--- config.mk ---
export PLATFORM = sky130hd
export DESIGN_NAME = soc_top
export DESIGN_NICKNAME = d
export VERILOG_FILES = /design/src/common/soc_pkg.sv /design/src/wb_addr_decode.sv /design/src/clint/soc_clint.sv /design/src/plic/soc_plic.sv /design/src/soc_gpio.sv /design/src/soc_top.sv
export SDC_FILE = /design/constraint.sdc
export NUM_CORES = 1
export LEC_CHECK = 0
export BUFFER_PORTS_ARGS = -buffer_cell sky130_fd_sc_hd__buf_2
export CAP_MARGIN = 5
export CELL_PAD_IN_SITES_DETAIL_PLACEMENT = 1
export CELL_PAD_IN_SITES_GLOBAL_PLACEMENT = 1
export CORE_ASPECT_RATIO = 1.75
export CORE_MARGIN = 2
export CORE_UTILIZATION = 55
export CTS_BUF_LIST = sky130_fd_sc_hd__clkbuf_2 sky130_fd_sc_hd__clkbuf_4 sky130_fd_sc_hd__clkbuf_8
export DETAILED_ROUTE_END_ITERATION = 12
export PLACE_DENSITY = 0.88
export SLEW_MARGIN = 20
export SYNTH_ARGS = -nofsm -noshare
export SYNTH_HDL_FRONTEND = slang
export SYNTH_SLANG_ARGS = --single-unit
--- constraint.sdc ---
create_clock -name clk_i -period 31.5 [get_ports clk_i]
set_clock_uncertainty 0.15 [all_clocks]
set_input_delay 4.725 -clock clk_i [delete_from_list [all_inputs] [get_ports clk_i]]
set_output_delay 4.725 -clock clk_i [all_outputs]
set_load 0.005 [all_outputs]
--- src/common/soc_pkg.sv ---
package soc_pkg;

    // ====================
    // Bus widths
    // ====================
    localparam int DATA_W = 32;
    localparam int ADDR_W = 16;
    localparam int SEL_W  = DATA_W / 8;
    localparam int OFS_W  = 12;

    // Interrupt priority, 0 never fires
    localparam int PRIO_W = 3;

    // Wishbone classic request from the master
    typedef struct packed {
        logic              cyc;
        logic              stb;
        logic              we;
        logic [SEL_W-1:0]  sel;
        logic [ADDR_W-1:0] adr;
        logic [DATA_W-1:0] dat;
    } wb_req_t;

    // Slave reply, dat only meaningful with ack
    typedef struct packed {
        logic              ack;
        logic              err;
        logic [DATA_W-1:0] dat;
    } wb_rsp_t;

    // Target region, one 4 KiB window each
    typedef enum logic [1:0] {
        SEL_CLINT = 2'd0,
        SEL_PLIC  = 2'd1,
        SEL_GPIO  = 2'd2,
        SEL_NONE  = 2'd3
    } slave_sel_e;

    // ====================
    // Register offsets
    // ====================
    // CLINT
    localparam logic [OFS_W-1:0] MSIP_OFS     = 12'h000;
    localparam logic [OFS_W-1:0] MTIMECMP_OFS = 12'h100;
    localparam logic [OFS_W-1:0] MTIME_OFS    = 12'h1F8;

    // PLIC
    localparam logic [OFS_W-1:0] PRIO_OFS     = 12'h000;
    localparam logic [OFS_W-1:0] PEND_OFS     = 12'h080;
    localparam logic [OFS_W-1:0] ENABLE_OFS   = 12'h100;
    localparam logic [OFS_W-1:0] THRESH_OFS   = 12'h200;
    localparam logic [OFS_W-1:0] CLAIM_OFS    = 12'h204;

    // GPIO
    localparam logic [OFS_W-1:0] OUT_OFS      = 12'h000;
    localparam logic [OFS_W-1:0] IN_OFS       = 12'h004;
    localparam logic [OFS_W-1:0] IRQ_MASK_OFS = 12'h008;

    // Byte lane merge of a write into an old word
    function automatic logic [DATA_W-1:0] wb_merge(
        input logic [DATA_W-1:0] old_w,
        input logic [DATA_W-1:0] new_w,
        input logic [SEL_W-1:0]  sel
    );
        logic [DATA_W-1:0] res;
        res = old_w;
        for (int b = 0; b < SEL_W; b++) begin
            if (sel[b]) res[8*b +: 8] = new_w[8*b +: 8];
        end
        return res;
    endfunction

endpackage

--- src/wb_addr_decode.sv ---
`timescale 1ns/100ps

module wb_addr_decode (
    input  logic             clk_i,
    input  logic             rst_i,
    input  soc_pkg::wb_req_t req_i,
    output soc_pkg::wb_rsp_t rsp_o,
    output soc_pkg::wb_req_t clint_req_o,
    output soc_pkg::wb_req_t plic_req_o,
    output soc_pkg::wb_req_t gpio_req_o,
    input  soc_pkg::wb_rsp_t clint_rsp_i,
    input  soc_pkg::wb_rsp_t plic_rsp_i,
    input  soc_pkg::wb_rsp_t gpio_rsp_i
);
    import soc_pkg::*;

    slave_sel_e region;
    logic       err_q;

    // ====================
    // Region decode
    // ====================
    // Top nibble picks the 4 KiB window
    always_comb begin
        case (req_i.adr[ADDR_W-1:OFS_W])
            4'h0:    region = SEL_CLINT;
            4'h1:    region = SEL_PLIC;
            4'h2:    region = SEL_GPIO;
            default: region = SEL_NONE;
        endcase
    end

    // Shared fields, strobe only to the selected slave
    always_comb begin
        clint_req_o     = req_i;
        plic_req_o      = req_i;
        gpio_req_o      = req_i;
        clint_req_o.stb = req_i.stb && (region == SEL_CLINT);
        plic_req_o.stb  = req_i.stb && (region == SEL_PLIC);
        gpio_req_o.stb  = req_i.stb && (region == SEL_GPIO);
    end

    // ====================
    // Unmapped reply
    // ====================
    // One cycle err, same latency as a slave ack
    always_ff @(posedge clk_i or negedge rst_i) begin
        if (!rst_i) begin
            err_q <= 1'b0;
        end else begin
            err_q <= req_i.cyc && req_i.stb && (region == SEL_NONE) && !err_q;
        end
    end

    // ====================
    // Response merge
    // ====================
    always_comb begin
        rsp_o.ack = clint_rsp_i.ack | plic_rsp_i.ack | gpio_rsp_i.ack;
        rsp_o.err = err_q | clint_rsp_i.err | plic_rsp_i.err | gpio_rsp_i.err;
        // Data gated by its own ack, error data stays zero
        rsp_o.dat = ({DATA_W{clint_rsp_i.ack}} & clint_rsp_i.dat)
                  | ({DATA_W{plic_rsp_i.ack}}  & plic_rsp_i.dat)
                  | ({DATA_W{gpio_rsp_i.ack}}  & gpio_rsp_i.dat);
    end

    // Single outstanding request means a single reply source
    a_one_reply: assert property (@(posedge clk_i) disable iff (!rst_i)
        $onehot0({clint_rsp_i.ack, plic_rsp_i.ack, gpio_rsp_i.ack, err_q}));

    a_ack_err_excl: assert property (@(posedge clk_i) disable iff (!rst_i)
        !(rsp_o.ack && rsp_o.err));

endmodule

--- src/clint/soc_clint.sv ---
`timescale 1ns/100ps

module soc_clint #(
    parameter int HART_NUM = 2
) (
    input  logic                clk_i,
    input  logic                rst_i,
    input  soc_pkg::wb_req_t    req_i,
    output soc_pkg::wb_rsp_t    rsp_o,
    output logic [HART_NUM-1:0] timer_irq_o,
    output logic [HART_NUM-1:0] ipi_o
);
    import soc_pkg::*;

    logic                rtc;
    logic [63:0]         mtime;
    logic [63:0]         mtimecmp [HART_NUM];
    logic [HART_NUM-1:0] msip;
    logic                ack_q;
    logic [DATA_W-1:0]   rdata;
    logic [DATA_W-1:0]   rdata_q;
    logic [OFS_W-1:0]    ofs;
    logic                req_hit;
    logic                wr_hit;

    assign ofs     = req_i.adr[OFS_W-1:0];
    // New access only when no reply is pending
    assign req_hit = req_i.cyc && req_i.stb && !ack_q;
    assign wr_hit  = req_hit && req_i.we;

    // ====================
    // RTC and mtime
    // ====================
    // RTC divides the clock by two
    // mtime moves on the high RTC phase
    always_ff @(posedge clk_i or negedge rst_i) begin
        if (!rst_i) begin
            rtc   <= 1'b0;
            mtime <= '0;
        end else begin
            rtc <= ~rtc;
            if (rtc) mtime <= mtime + 64'd1;
        end
    end

    // ====================
    // Register writes
    // ====================
    // mtime and unknown offsets take the ack and drop the data
    always_ff @(posedge clk_i or negedge rst_i) begin
        if (!rst_i) begin
            msip <= '0;
            for (int h = 0; h < HART_NUM; h++) mtimecmp[h] <= '1;
        end else if (wr_hit) begin
            for (int h = 0; h < HART_NUM; h++) begin
                if (ofs == MSIP_OFS + OFS_W'(4 * h) && req_i.sel[0]) begin
                    msip[h] <= req_i.dat[0];
                end
                // Low word
                if (ofs == MTIMECMP_OFS + OFS_W'(8 * h)) begin
                    mtimecmp[h][31:0] <= wb_merge(mtimecmp[h][31:0], req_i.dat, req_i.sel);
                end
                // High word
                if (ofs == MTIMECMP_OFS + OFS_W'(8 * h + 4)) begin
                    mtimecmp[h][63:32] <= wb_merge(mtimecmp[h][63:32], req_i.dat, req_i.sel);
                end
            end
        end
    end

    // Read mux
    always_comb begin
        rdata = '0;
        for (int h = 0; h < HART_NUM; h++) begin
            if (ofs == MSIP_OFS + OFS_W'(4 * h))         rdata = {31'b0, msip[h]};
            if (ofs == MTIMECMP_OFS + OFS_W'(8 * h))     rdata = mtimecmp[h][31:0];
            if (ofs == MTIMECMP_OFS + OFS_W'(8 * h + 4)) rdata = mtimecmp[h][63:32];
        end
        if (ofs == MTIME_OFS)           rdata = mtime[31:0];
        if (ofs == MTIME_OFS + 12'h004) rdata = mtime[63:32];
    end

    // ====================
    // Reply and interrupts
    // ====================
    always_ff @(posedge clk_i or negedge rst_i) begin
        if (!rst_i) begin
            ack_q       <= 1'b0;
            timer_irq_o <= '0;
        end else begin
            ack_q <= req_hit;
            for (int h = 0; h < HART_NUM; h++) begin
                timer_irq_o[h] <= (mtime >= mtimecmp[h]);
            end
        end
    end

    // Read data captured with the ack
    always_ff @(posedge clk_i) begin
        if (req_hit) rdata_q <= rdata;
    end

    // Software interrupt per hart follows msip
    assign ipi_o = msip;

    assign rsp_o.ack = ack_q;
    assign rsp_o.err = 1'b0;
    assign rsp_o.dat = rdata_q;

    a_ack_single: assert property (@(posedge clk_i) disable iff (!rst_i)
        ack_q |=> !ack_q);

endmodule

--- src/plic/soc_plic.sv ---
`timescale 1ns/100ps

module soc_plic #(
    parameter int HART_NUM   = 2,
    parameter int SOURCE_NUM = 8
) (
    input  logic                  clk_i,
    input  logic                  rst_i,
    input  soc_pkg::wb_req_t      req_i,
    output soc_pkg::wb_rsp_t      rsp_o,
    input  logic [SOURCE_NUM-1:0] irq_src_i,
    output logic [2*HART_NUM-1:0] irq_target_o
);
    import soc_pkg::*;

    // Two contexts per hart
    localparam int TARGET_NUM = 2 * HART_NUM;
    localparam int ID_W       = $clog2(SOURCE_NUM + 1);
    localparam int TGT_W      = $clog2(TARGET_NUM);

    logic [SOURCE_NUM:1] src;
    logic [SOURCE_NUM:1] pending;
    logic [SOURCE_NUM:1] in_service;
    logic [PRIO_W-1:0]   prio   [1:SOURCE_NUM];
    logic [SOURCE_NUM:1] enable [TARGET_NUM];
    logic [PRIO_W-1:0]   thresh [TARGET_NUM];
    logic [ID_W-1:0]     best_id [TARGET_NUM];
    logic [OFS_W-1:0]    ofs;
    logic                ack_q;
    logic                req_hit;
    logic                claim_sel;
    logic [TGT_W-1:0]    claim_tgt;
    logic                claim_rd;
    logic                cmpl_wr;
    logic [ID_W-1:0]     claim_id;
    logic [ID_W-1:0]     cmpl_id;
    logic [DATA_W-1:0]   rdata;
    logic [DATA_W-1:0]   rdata_q;

    // Source bit 0 is id 1
    assign src     = irq_src_i;
    assign ofs     = req_i.adr[OFS_W-1:0];
    assign req_hit = req_i.cyc && req_i.stb && !ack_q;

    // ====================
    // Target arbitration
    // ====================
    // Strict compare keeps the lowest id on a tie,
    // starting at the threshold folds in the gate
    always_comb begin : best_sel
        logic [PRIO_W-1:0] best_pri;
        for (int t = 0; t < TARGET_NUM; t++) begin
            best_pri   = thresh[t];
            best_id[t] = '0;
            for (int i = 1; i <= SOURCE_NUM; i++) begin
                if (pending[i] && enable[t][i] && prio[i] > best_pri) begin
                    best_pri   = prio[i];
                    best_id[t] = ID_W'(i);
                end
            end
        end
    end

    // Claim register decode
    always_comb begin
        claim_sel = 1'b0;
        claim_tgt = '0;
        for (int t = 0; t < TARGET_NUM; t++) begin
            if (ofs == CLAIM_OFS + OFS_W'(8 * t)) begin
                claim_sel = 1'b1;
                claim_tgt = TGT_W'(t);
            end
        end
    end

    assign claim_rd = req_hit && !req_i.we && claim_sel;
    assign cmpl_wr  = req_hit && req_i.we && claim_sel;
    assign claim_id = best_id[claim_tgt];
    assign cmpl_id  = req_i.dat[ID_W-1:0];

    // ====================
    // Gateways
    // ====================
    // Level sources, blocked while the id is in service
    always_ff @(posedge clk_i or negedge rst_i) begin
        if (!rst_i) begin
            pending    <= '0;
            in_service <= '0;
        end else begin
            for (int i = 1; i <= SOURCE_NUM; i++) begin
                if (src[i] && !in_service[i]) pending[i] <= 1'b1;
            end
            if (claim_rd && claim_id != '0) begin
                pending[claim_id]    <= 1'b0;
                in_service[claim_id] <= 1'b1;
            end
            // Out of range ids are ignored on complete
            if (cmpl_wr && cmpl_id != '0 && cmpl_id <= ID_W'(SOURCE_NUM)) begin
                in_service[cmpl_id] <= 1'b0;
            end
        end
    end

    // ====================
    // Config registers
    // ====================
    always_ff @(posedge clk_i or negedge rst_i) begin
        if (!rst_i) begin
            for (int i = 1; i <= SOURCE_NUM; i++) prio[i] <= '0;
            for (int t = 0; t < TARGET_NUM; t++) begin
                enable[t] <= '0;
                thresh[t] <= '0;
            end
        end else if (req_hit && req_i.we) begin
            for (int i = 1; i <= SOURCE_NUM; i++) begin
                if (ofs == PRIO_OFS + OFS_W'(4 * i)) prio[i] <= req_i.dat[PRIO_W-1:0];
            end
            for (int t = 0; t < TARGET_NUM; t++) begin
                if (ofs == ENABLE_OFS + OFS_W'(4 * t)) enable[t] <= req_i.dat[SOURCE_NUM:1];
                if (ofs == THRESH_OFS + OFS_W'(8 * t)) thresh[t] <= req_i.dat[PRIO_W-1:0];
            end
        end
    end

    // Read mux, claim returns the current best id
    always_comb begin
        rdata = '0;
        if (ofs == PEND_OFS) rdata = DATA_W'({pending, 1'b0});
        for (int i = 1; i <= SOURCE_NUM; i++) begin
            if (ofs == PRIO_OFS + OFS_W'(4 * i)) rdata = DATA_W'(prio[i]);
        end
        for (int t = 0; t < TARGET_NUM; t++) begin
            if (ofs == ENABLE_OFS + OFS_W'(4 * t)) rdata = DATA_W'({enable[t], 1'b0});
            if (ofs == THRESH_OFS + OFS_W'(8 * t)) rdata = DATA_W'(thresh[t]);
            if (ofs == CLAIM_OFS + OFS_W'(8 * t))  rdata = DATA_W'(best_id[t]);
        end
    end

    // ====================
    // Reply and outputs
    // ====================
    always_ff @(posedge clk_i or negedge rst_i) begin
        if (!rst_i) begin
            ack_q        <= 1'b0;
            irq_target_o <= '0;
        end else begin
            ack_q <= req_hit;
            for (int t = 0; t < TARGET_NUM; t++) begin
                irq_target_o[t] <= (best_id[t] != '0);
            end
        end
    end

    always_ff @(posedge clk_i) begin
        if (req_hit) rdata_q <= rdata;
    end

    assign rsp_o.ack = ack_q;
    assign rsp_o.err = 1'b0;
    assign rsp_o.dat = rdata_q;

    // Registered output must agree with the claim that follows it
    a_claim_nonzero: assert property (@(posedge clk_i) disable iff (!rst_i)
        (claim_rd && irq_target_o[claim_tgt]) |-> (claim_id != '0));

endmodule

--- src/soc_gpio.sv ---
`timescale 1ns/100ps

module soc_gpio #(
    parameter int GPIO_W = 8
) (
    input  logic              clk_i,
    input  logic              rst_i,
    input  soc_pkg::wb_req_t  req_i,
    output soc_pkg::wb_rsp_t  rsp_o,
    input  logic [GPIO_W-1:0] sw_i,
    output logic [GPIO_W-1:0] led_o,
    output logic              irq_o
);
    import soc_pkg::*;

    logic [GPIO_W-1:0] out_q;
    logic [GPIO_W-1:0] mask_q;
    logic [GPIO_W-1:0] sw_meta;
    logic [GPIO_W-1:0] sw_sync;
    logic [OFS_W-1:0]  ofs;
    logic              ack_q;
    logic              req_hit;
    logic [DATA_W-1:0] rdata;
    logic [DATA_W-1:0] rdata_q;

    assign ofs     = req_i.adr[OFS_W-1:0];
    assign req_hit = req_i.cyc && req_i.stb && !ack_q;

    // ====================
    // Registers
    // ====================
    always_ff @(posedge clk_i or negedge rst_i) begin
        if (!rst_i) begin
            ack_q   <= 1'b0;
            out_q   <= '0;
            mask_q  <= '0;
            sw_meta <= '0;
            sw_sync <= '0;
            irq_o   <= 1'b0;
        end else begin
            ack_q <= req_hit;
            // Two stage switch sync
            sw_meta <= sw_i;
            sw_sync <= sw_meta;
            // Level irq from masked switches
            irq_o <= |(sw_sync & mask_q);
            if (req_hit && req_i.we) begin
                if (ofs == OUT_OFS) begin
                    out_q <= GPIO_W'(wb_merge(DATA_W'(out_q), req_i.dat, req_i.sel));
                end
                if (ofs == IRQ_MASK_OFS) begin
                    mask_q <= GPIO_W'(wb_merge(DATA_W'(mask_q), req_i.dat, req_i.sel));
                end
            end
        end
    end

    // IN is read-only
    always_comb begin
        case (ofs)
            OUT_OFS:      rdata = DATA_W'(out_q);
            IN_OFS:       rdata = DATA_W'(sw_sync);
            IRQ_MASK_OFS: rdata = DATA_W'(mask_q);
            default:      rdata = '0;
        endcase
    end

    always_ff @(posedge clk_i) begin
        if (req_hit) rdata_q <= rdata;
    end

    assign led_o     = out_q;
    assign rsp_o.ack = ack_q;
    assign rsp_o.err = 1'b0;
    assign rsp_o.dat = rdata_q;

endmodule

--- src/soc_top.sv ---
`timescale 1ns/100ps

module soc_top #(
    parameter int HART_NUM   = 2,
    parameter int SOURCE_NUM = 8,
    parameter int GPIO_W     = 8
) (
    input  logic                  clk_i,
    input  logic                  rst_i,
    input  soc_pkg::wb_req_t      bus_req_i,
    output soc_pkg::wb_rsp_t      bus_rsp_o,
    input  logic [SOURCE_NUM-2:0] irq_src_i,
    input  logic [GPIO_W-1:0]     sw_i,
    output logic [GPIO_W-1:0]     led_o,
    output logic [HART_NUM-1:0]   timer_irq_o,
    output logic [HART_NUM-1:0]   ipi_o,
    output logic [2*HART_NUM-1:0] irq_target_o
);
    import soc_pkg::*;

    wb_req_t               clint_req;
    wb_req_t               plic_req;
    wb_req_t               gpio_req;
    wb_rsp_t               clint_rsp;
    wb_rsp_t               plic_rsp;
    wb_rsp_t               gpio_rsp;
    logic                  gpio_irq;
    logic [SOURCE_NUM-1:0] plic_src;

    // GPIO is id 1, external lines follow
    assign plic_src = {irq_src_i, gpio_irq};

    // ====================
    // Bus decode
    // ====================
    wb_addr_decode u_decode (
        .clk_i       (clk_i),
        .rst_i       (rst_i),
        .req_i       (bus_req_i),
        .rsp_o       (bus_rsp_o),
        .clint_req_o (clint_req),
        .plic_req_o  (plic_req),
        .gpio_req_o  (gpio_req),
        .clint_rsp_i (clint_rsp),
        .plic_rsp_i  (plic_rsp),
        .gpio_rsp_i  (gpio_rsp)
    );

    // ====================
    // Peripherals
    // ====================
    soc_clint #(
        .HART_NUM    (HART_NUM)
    ) u_clint (
        .clk_i       (clk_i),
        .rst_i       (rst_i),
        .req_i       (clint_req),
        .rsp_o       (clint_rsp),
        .timer_irq_o (timer_irq_o),
        .ipi_o       (ipi_o)
    );

    soc_plic #(
        .HART_NUM     (HART_NUM),
        .SOURCE_NUM   (SOURCE_NUM)
    ) u_plic (
        .clk_i        (clk_i),
        .rst_i        (rst_i),
        .req_i        (plic_req),
        .rsp_o        (plic_rsp),
        .irq_src_i    (plic_src),
        .irq_target_o (irq_target_o)
    );

    soc_gpio #(
        .GPIO_W (GPIO_W)
    ) u_gpio (
        .clk_i  (clk_i),
        .rst_i  (rst_i),
        .req_i  (gpio_req),
        .rsp_o  (gpio_rsp),
        .sw_i   (sw_i),
        .led_o  (led_o),
        .irq_o  (gpio_irq)
    );

endmodule

==> After elaboration in Yosys (flattened, before gate mapping) <==
Index checks and enable logic that the tools add are counted.
{ "op_classes": {"reduce_logical": 158, "n_mul": 0, "n_mux": 116, "eq_ne": 28, "shift": 0, "bitwise_logic": 15, "order_cmp": 40, "addsub": 1, "div": 0} }
{ "ops": {"columns": ["op", "n"], "rows": [
  ["$mux W32", 7],
  ["$mux W9", 19],
  ["$ge A64 B64 Y1", 2],
  ["$mux W3", 40],
  ["$logic_and A1 B1 Y1", 97],
  ["$and A32 B32 Y32", 3],
  ["$eq A12 B10 Y1 const B", 8],
  ["$gt A3 B3 Y1", 32],
  ["$eq A12 B9 Y1 const B", 6],
  ["$add A64 B1 Y64 const B", 1],
  ["$or A32 B32 Y32", 2],
  ["$mux W4", 14],
  ["$reduce_and A3 Y1", 18],
  ["$eq A12 B5 Y1 const B", 4],
  ["$reduce_and A2 Y1", 18],
  ["$and A8 B8 Y8", 3],
  ["$eq A12 B4 Y1 const B", 2],
  ["$mux W8", 3],
  ["$pmux W8 S3", 1],
  ["$reduce_bool A4 Y1", 6],
  ["$mux W1", 20],
  ["$reduce_or A20 Y1", 1],
  ["$mux W2", 8],
  ["$not A8 Y8", 2],
  ["other kinds (24)", 41]
]} }
{ "totals": {"input_bits": 72, "latchBits": 0, "ramBits": 0, "output_inout_bits": 50, "wordCells": 412, "register_bits": 418, "mem_count": 0, "rom_bits": 0} }

==> Depth between registers and ports, before layout <==
Gate-level depths: netlist of run 1.
{ "logic_depth": {"depth_word": 35, "mapped_depth": 58, "ltp_nobuf": 58} }

==> Modules after synthesis <==
Synthesis of run 1 repeated with hierarchy kept, for this count alone.
{ "unflattened": {"hier_cells": 2724, "area_unflattened_um2": 25754.7} }
{ "by_module_without_submodules": {"columns": ["module", "seq_area_each_um2", "instances", "cells_each", "area_per_inst_um2"], "rows": [
  ["soc_clint", 6075.8, 1, 1357, 13516.7],
  ["soc_plic", 2497.4, 1, 981, 8589.5],
  ["soc_gpio", 1091.0, 1, 138, 1826.8],
  ["wb_addr_decode", 25.0, 1, 248, 1821.7]
]} }

==> Least setup slack after synthesis of run 1 <==
Ideal clock, no wire load.
{ "synth_path": {"path_kind": "register to register", "startpoint": "register u_plic.thresh[11] in the netlist's numbering", "endpoint": "register u_plic.in_service[1] in the netlist's numbering", "path_stages_with_launch": 56, "setup_ns": 0.064, "path_slack_ns": 19.754, "synth_period_minus_slack_ns": 11.746, "n_path_buf": 0, "t_required_ns": 31.286, "arrival_ns": 11.531, "path_cell_list": "dfrtp_1 -> inv_1 -> ha_1 -> nand3_1 -> and3_1 -> nand2_1 -> o21ai_0 -> ha_1 -> nor2_1 -> a31oi_1 -> o31ai_2 -> mux2_4 -> ha_1 -> nor2_1 -> a21oi_1 -> a2111oi_1 -> a21oi_1 -> o31ai_1 -> [20 not listed] -> a41o_1 -> mux2_4 -> ha_1 -> inv_1 -> a21o_1 -> a21oi_1 -> a311oi_1 -> mux2_2 -> ha_1 -> o21a_1 -> o2111ai_1 -> and2_1 -> a21oi_1 -> o22ai_1 -> nand2_1 -> or3_1 -> nor3b_2 -> o21a_1"} }
{ "synth_between": {"elab_chain_len": 35, "elab_cells_between_ends": 45, "cone_classes": "order compare (10); mux (22); bitwise (2); reduce/logical (11)"} }
{ "synth_lines": {"columns": ["element", "line_no", "rtl"], "rows": [
  ["start: declaration", "soc_plic.sv:26", "logic [PRIO_W-1:0] thresh [TARGET_NUM];"],
  ["start signal: indexed assignment", "soc_plic.sv:120", "if (ofs == THRESH_OFS + OFS_W'(8 * t)) thresh[t] <= req_i.dat[PRIO_W-1:0];"],
  ["$gt A3 B3 Y1", "soc_plic.sv:56", "if (pending[i] && enable[t][i] && prio[i] > best_pri) begin"],
  ["$logic_and A1 B1 Y1", "soc_plic.sv:56", null],
  ["$mux W3", "soc_plic.sv:56", null],
  ["$gt A3 B3 Y1", "soc_plic.sv:56", null],
  ["$logic_and A1 B1 Y1", "soc_plic.sv:56", null],
  ["$mux W3", "soc_plic.sv:56", null],
  ["$gt A3 B3 Y1", "soc_plic.sv:56", null],
  ["$logic_and A1 B1 Y1", "soc_plic.sv:56", null],
  ["[19 not listed]", null, null],
  ["$lt A4 B5 Y1 (implied by the code) / $ge A4 B1 Y1 (equally long branches)", "soc_plic.sv:95", "in_service[claim_id] <= 1'b1;"],
  ["$logic_and A1 B1 Y1 (implied by the code)", "soc_plic.sv:95", null],
  ["$mux W1 (implied by the code)", "soc_plic.sv:95", null],
  ["$demux W1 S4", null, null],
  ["$or A8 B8 Y8 (no line)", null, null],
  ["$mux W8 *", "soc_plic.sv:93", "if (claim_rd && claim_id != '0) begin"],
  ["$and A8 B8 Y8 (no line)", null, null],
  ["$mux W8 *", "soc_plic.sv:98", "if (cmpl_wr && cmpl_id != '0 && cmpl_id <= ID_W'(SOURCE_NUM)) begin"],
  ["end signal: assignment", "soc_plic.sv:88", "in_service <= '0;"],
  ["end signal: indexed assignment", "soc_plic.sv:95", null],
  ["end signal: indexed assignment", "soc_plic.sv:99", "in_service[cmpl_id] <= 1'b0;"],
  ["end: declaration", "soc_plic.sv:23", "logic [SOURCE_NUM:1] in_service;"]
]} }
Mark *: on every way between the ends. The rest lies on a longest branch, timed or not. The select of a mux whose other input is x is not followed.
A chain may end at the register's enable or synchronous reset.

==> Final worst setup path of run 1 <==
{ "layout_path": {"startpoint": "register u_plic.thresh[11] in the netlist's numbering", "endpoint": "register u_plic.in_service[7] in the netlist's numbering"} }
Same word-level chain as after synthesis.

==> impl_metrics.ini, run 1 <==
[clock_tree]
clk_latency_ns = 0.64
clock_sinks = 371
cts_hold_repair.buffers = 0
cts_resized = 0
cts_buffer_depth = 3
cts_tree = yes
cts_setup_buffers = 0
cts-root-buf = clkbuf_8
cts.reportedPaths.clkPinSlew_ns = 0.07
htreeDepth = 2
cts_buffers = 56

[finish]
drive_above_1_share_pct = 24.9
layout_commonest_cell = inv_1
nets = 2741
fillCellCount = 4663
final_util_pct = 61.8
mostFrequentLayoutCells = inv_1, ha_1, mux2_2
area_delta_synth_final_pct = 11.0

[sta]
finalSetupTns_ns = 0
hold_viol = 0
setup_viol_count_final = 0
max_freq_mhz = 69.7
final.period_utilization_pct = 45.6
whs_ns = 0.204
rsz0062_at_grt = false
maxSlewViolCount = 0
worstMarginPinSlew_ns = 1.20
relSlewSlack_pct = 19.9
fin_crit_ns = 14.35

[pwr]
p_leak_nw = 12.1
cellPowerDensity_nw_per_um2 = 37.3
irDropWorstVdd_mv = 0.0453

[floorplanning]
start_util_pct = 55.6
die_x_um = 159
rows = 99
core_area_um2 = 41700
io_pins = 122
die_h_um = 276
die_area_um2 = 44000

[grt]
grt_max_degree = 143
grt_use_total_pct = 44.0
grt_overflow = 0
grt_pass1_vias = 23821
grt_pass1_wl_mm = 145
antenna_found_initial = 5

[yosys]
synth-edff-count = 49
ys.flop_type = dfrtp_1
synth_seq_area_share_pct = 41.7
syn-num-nets = 2598
ys_ff_latch = 371
synth_area_um2 = 23200
ys_async_sr_fraction_pct = 86.8
ys.warnings.count = 0
synthCells = 2311
ys_types = 86
syn_area_per_cell_um2 = 10.1

[worst_setup_path]
reg2reg_to = u_plic.in_service[7]
end_kind = flip-flop
path_delay_family = compound AO/OA/AOI/OAI gates
arrival_ns = 14.76
r2r_setup_slack_ns = 17.15
crit_buf_inv = 2
critPathKind = flip-flop to flip-flop
cp_max_fo = 9
cp.required_ns = 31.91
reg2reg_depth = 56
r2r-start = u_plic.thresh[11]
crit_top_cell = ha_1
slowest_delay_ns = 0.61
start_kind = flip-flop
slowest_stage = o2111ai_1

[place]
gp_congestion = 1.04
dp_hpwl_mm = 68.6
portBuffers = 121

[detailed_routing]
drtAntennaViolNets = 0
drt_iter0_drc = 1724
via_per_inst = 6.86
met3_length_mm = 5.90
top_layer_used = met5
num_vias = 20996
wire_per_inst_um = 31.4
wl_met2_mm = 48.6
wl_met1_mm = 29.5
firstDrtPassIters = 6
routed_wl_mm = 96.2
drc = 0

[hold_path]
whs_path_depth = 0
holdPathEnd = u_gpio.sw_sync[0]
hold_class = flip-flop to flip-flop
hp-start = u_gpio.sw_meta[0]

[flow_run]
maxCapViolCount = 0

[outcome]
status = complete, no violations
-- routing by layer --
metal	GRT usage, %	up-vias
met1	40.2	10554
met2	78.6	1118
met3	8.46	622
met4	47.2	2
met5	0	-
li1	-	8700
-- sequential cells by signal (all words and copies together) (netlist names), 9 cells and up --
name / cells
u_clint.mtime: 64
u_clint.rdata_q: 32
u_plic.thresh: 12
u_clint.mtimecmp: 128
u_plic.prio: 24
u_plic.rdata_q: 9
u_plic.enable: 32
-- worst max-delay path by stage --
| stage | from | end | slack [ns] | depth (start not counted) |
|---|---|---|---|---|
| 5_1_grt | u_plic.thresh[11] | u_plic.pending[3] | 16.60 | 58 |
| 3_5_place_dp | u_plic.thresh[11] | u_plic.pending[2] | 17.56 | 58 |
| 2_1_floorplan | u_plic.thresh[11] | u_plic.in_service[1] | 19.75 | 55 |
| 3_3_place_gp | u_plic.thresh[11] | u_plic.pending[2] | 17.72 | 58 |
| 4_1_cts | u_plic.thresh[11] | u_plic.pending[2] | 17.45 | 58 |
| 6_report | u_plic.thresh[11] | u_plic.in_service[7] | 17.15 | 56 |
-- worst reg2reg max path, delay by kind of cell, from the launching register on --
kind                     cells  cell delay (ns)
flip-flops                   1             0.51
AO/OA/AOI/OAI               27             6.15
adder cells (fa/ha/maj)      9             2.70
multiplexers                 4             1.47
AND/OR/NAND/NOR             14             2.88
buffers and inverters        2             0.39
-- power by group --
part	total, mW	leakage [nW]	switching (mW)	internal, mW
Combinational	0.0268	7.14	0.0217	0.00517
Sequential	0.487	4.30	0.000950	0.487
Clock	0.446	0.669	0.206	0.240
Total	0.960	12.1	0.228	0.732
-- Yosys cell counts, drive strengths merged (9+ instances only) --
cell,count,area share [%]
xnor2,45,1.7
a22oi,71,2.3
nand2b,18,0.48
a211oi,21,0.68
dfrtp,194,21
edfxtp,49,6.3
o22ai,17,0.46
a222oi,22,0.95
nand3,81,1.7
xor2,18,0.68
dfstp,128,14
a21oi,122,2.6
o21ai,106,2.3
a31oi,14,0.38
nor4,10,0.30
and3,34,0.92
o21a,11,0.36
and4,13,0.49
clkbuf,53,0.86
mux2,211,10
inv,218,3.5
nor3,32,0.69
mux2i,21,0.91
nand2,176,2.9
a311oi,9,0.34
and2,32,0.89
nor2,137,2.2
o211ai,9,0.29
nor2b,29,0.81
ha,215,12
nand4,47,1.3
buf,9,0.25
a21o,55,1.8
-- kinds of logic (layout without fill, tap and decap cells) --
kind of cell / after synthesis / in the layout / share of synthesized area, %
adder cells (fa/ha/maj): 217 / 217 / 11.7
XOR/XNOR: 63 / 63 / 2.38
AND/OR/NAND/NOR: 631 / 631 / 13.5
flip-flops: 371 / 371 / 41.7
other: 0 / 6 / 0
AO/OA/AOI/OAI: 517 / 517 / 15.0
multiplexers: 232 / 232 / 11.2
buffers and inverters: 280 / 469 / 4.63
-- stage by stage --
stage               total power, mW  area (µm²)  std cells  worst slack, ns
finish                        0.960       25800       3061            17.15
global route                  0.983       25800       3060            16.60
CTS                           0.960       25800       3054            17.45
detailed placement            0.522       24500       2950            17.56
global placement              0.521       24500       2950            17.72
floorplan                     0.500       23200       2311            19.75
-- layout make-up --
cell class	instances	area (µm²)	share of cell area, %
clock inverters	8	71.3	0.277
inverters	218	818	3.17
repair buffers	147	821	3.18
well taps	555	694	2.69
multi-input cells	1660	12500	48.5
diodes	6	15.0	0.0582
flip-flops and latches	371	9690	37.6
clock buffers	96	1160	4.52
Power figures use the tool's default switching activity.
==> run 2: changes to the inputs <==
- CORE_UTILIZATION: 55 -> 51
- PLACE_DENSITY: 0.88 -> 0.82
- clock period: 31.5 -> 14.8 ns (I/O delays scaled with it)
==> run 2 against run 1 <==
Net effect:
- via count is 4.1% lower
- core utilization is 4.4 points lower
- register-to-register slack worse by 16 ns
- combinational power is 110% higher
- non-clock buffer count is 2 lower
- largest cell class unchanged
- critical path type unchanged
- critical endpoint is now u_plic.pending[2]
- hold slack worse by 0.039 ns
- sequential power is 110% higher
- sequential share of layout area is 0.14 points lower
- worst setup slack worse by 16 ns
- clock power is 120% higher
- fmax is 3.4% higher
- highest routed layer unchanged
==> impl_metrics.ini, run 2 (synthesized netlist as in run 1, its figures left out) <==
[grt]
grt_pass1_wl_mm = 137
grt_max_degree = 158
grt_pass1_vias = 22863
antenna_found_initial = 11
grt_use_total_pct = 39.4
grt_overflow = 0

[clock_tree]
cts_hold_repair.buffers = 0
cts_tree = yes
cts-root-buf = clkbuf_8
cts_buffer_depth = 3
cts_buffers = 56
clk_latency_ns = 0.66
clock_sinks = 371
cts_setup_buffers = 0
cts.reportedPaths.clkPinSlew_ns = 0.08
htreeDepth = 2

[finish]
nets = 2739
layout_commonest_cell = inv_1
final_util_pct = 57.4
mostFrequentLayoutCells = inv_1, ha_1, mux2_2
largest_reg_flops = 128
area_delta_synth_final_pct = 11.4
drive_above_1_share_pct = 25.1
design_area_um2 = 25900
regMostFlops = u_clint.mtimecmp
fillCellCount = 5112
instances_no_fill = 3081
largestRegisters = u_clint.mtimecmp: 128 flops, u_clint.mtime: 64 flops

[place]
placed_cells = 2971
gp_congestion = 1.04
place_ws_ns = 0.737
portBuffers = 121
place_area_um2 = 24500
dp_hpwl_mm = 67.5

[sta]
hold_viol = 0
finalSetupTns_ns = 0
max_freq_mhz = 72.1
rsz0062_at_grt = false
timing.final.ws_setup_ns = 0.926
whs_ns = 0.165
final.period_utilization_pct = 93.7
fin_crit_ns = 13.87
worstMarginPinSlew_ns = 1.16
maxSlewViolCount = 0
setup_viol_count_final = 0
relSlewSlack_pct = 22.0

[worst_setup_path]
slowest_delay_ns = 0.52
start_kind = flip-flop
critPathKind = flip-flop to flip-flop
end_kind = flip-flop
cp_max_fo = 9
arrival_ns = 14.26
crit_top_cell = ha_1
slowest_stage = dfrtp_1
r2r_setup_slack_ns = 0.93
cp.required_ns = 15.19

[outcome]
status = complete, no violations

[floorplanning]
die_h_um = 286
io_pins = 122
die_area_um2 = 47300
start_util_pct = 51.5
die_x_um = 165
core_area_um2 = 45100
rows = 103

[detailed_routing]
drtAntennaViolNets = 0
drc = 0
num_vias = 20137
via_per_inst = 6.54
drt_iter0_drc = 1373
wire_per_inst_um = 29.5
firstDrtPassIters = 7
routed_wl_mm = 90.9

[pwr]
p_int_mw = 1.58
irDropWorstVdd_mv = 0.113
clkPwrFrac_pct = 47.2
cellPowerDensity_nw_per_um2 = 80.0
power_frac_comb_pct = 2.7
p_leak_nw = 12.1
netSwitchingFraction_pct = 23.6
switchingPower_uw = 489
total_power_mw = 2.07
seqPwrFrac_pct = 50.1

[hold_path]
hold_class = flip-flop to flip-flop

[flow_run]
maxCapViolCount = 0
-- run 2: cell types whose count changed in the layout (fill, tap and decap cells not counted), sizes merged --
| cell | delta |
|---|---|
| diode | -1 |
| inv | +2 |
| bufinv | +3 |
| buf | -1 |
| clkinv | +5 |
| clkinvlp | +1 |
| clkbuf | -11 |
-- run 2: layer usage --
metal  GRT usage, %  wire length, µm
met5              0               46
met4           39.0            10900
met2           68.7            46500
met1           35.5            27600
met3           10.1             5870
-- run 2: timing repair --
| action | in CTS | in global routing |
|---|---|---|
| gates resized for setup | 0 | 4 |
| hold endpoints to repair | 0 | 0 |
| setup endpoints to repair | 0 | 20 |
-- run 2: area by class of cell --
cell class | instances | area (µm²) | area share [%]
clock inverter | 19 | 206 | 0.798
inverter | 218 | 818 | 3.16
multi-input combinational | 1660 | 12500 | 48.5
sequential | 371 | 9690 | 37.4
tap | 577 | 722 | 2.79
antenna | 5 | 12.5 | 0.0484
timing repair buffer | 145 | 808 | 3.12
clock buffer | 86 | 1070 | 4.14
-- run 2: critical path, delay by kind of cell, from the launching register on --
family | cells | cell delay [ns]
AO/OA/AOI/OAI | 27 | 4.96
multiplexers | 4 | 1.48
flip-flops | 1 | 0.52
adder cells (fa/ha/maj) | 9 | 2.65
buffers and inverters | 2 | 0.38
AND/OR/NAND/NOR | 17 | 3.58
-- run 2: worst paths after layout --
kind                                   start                 to  cells after the start
max                        u_plic.thresh[11]  u_plic.pending[2]                     59
min                        u_gpio.sw_meta[4]  u_gpio.sw_sync[4]                      0
max reg2reg                u_plic.thresh[11]  u_plic.pending[2]                     59
min reg2reg                u_gpio.sw_meta[4]  u_gpio.sw_sync[4]                      0
max in group asynchronous              rst_i   u_clint.mtime[1]                      2
min in group asynchronous              rst_i  u_clint.mtime[51]                      1
-- run 2: power by group through the flow --
stage               logic (mW)  clock network (mW)  registers (mW)
CTS                     0.0560               0.989            1.04
floorplan              0.00905                   0            1.05
detailed placement      0.0557                   0            1.06
finish                  0.0558               0.977            1.04
global placement        0.0541                   0            1.05
global route            0.0602                1.03            1.04
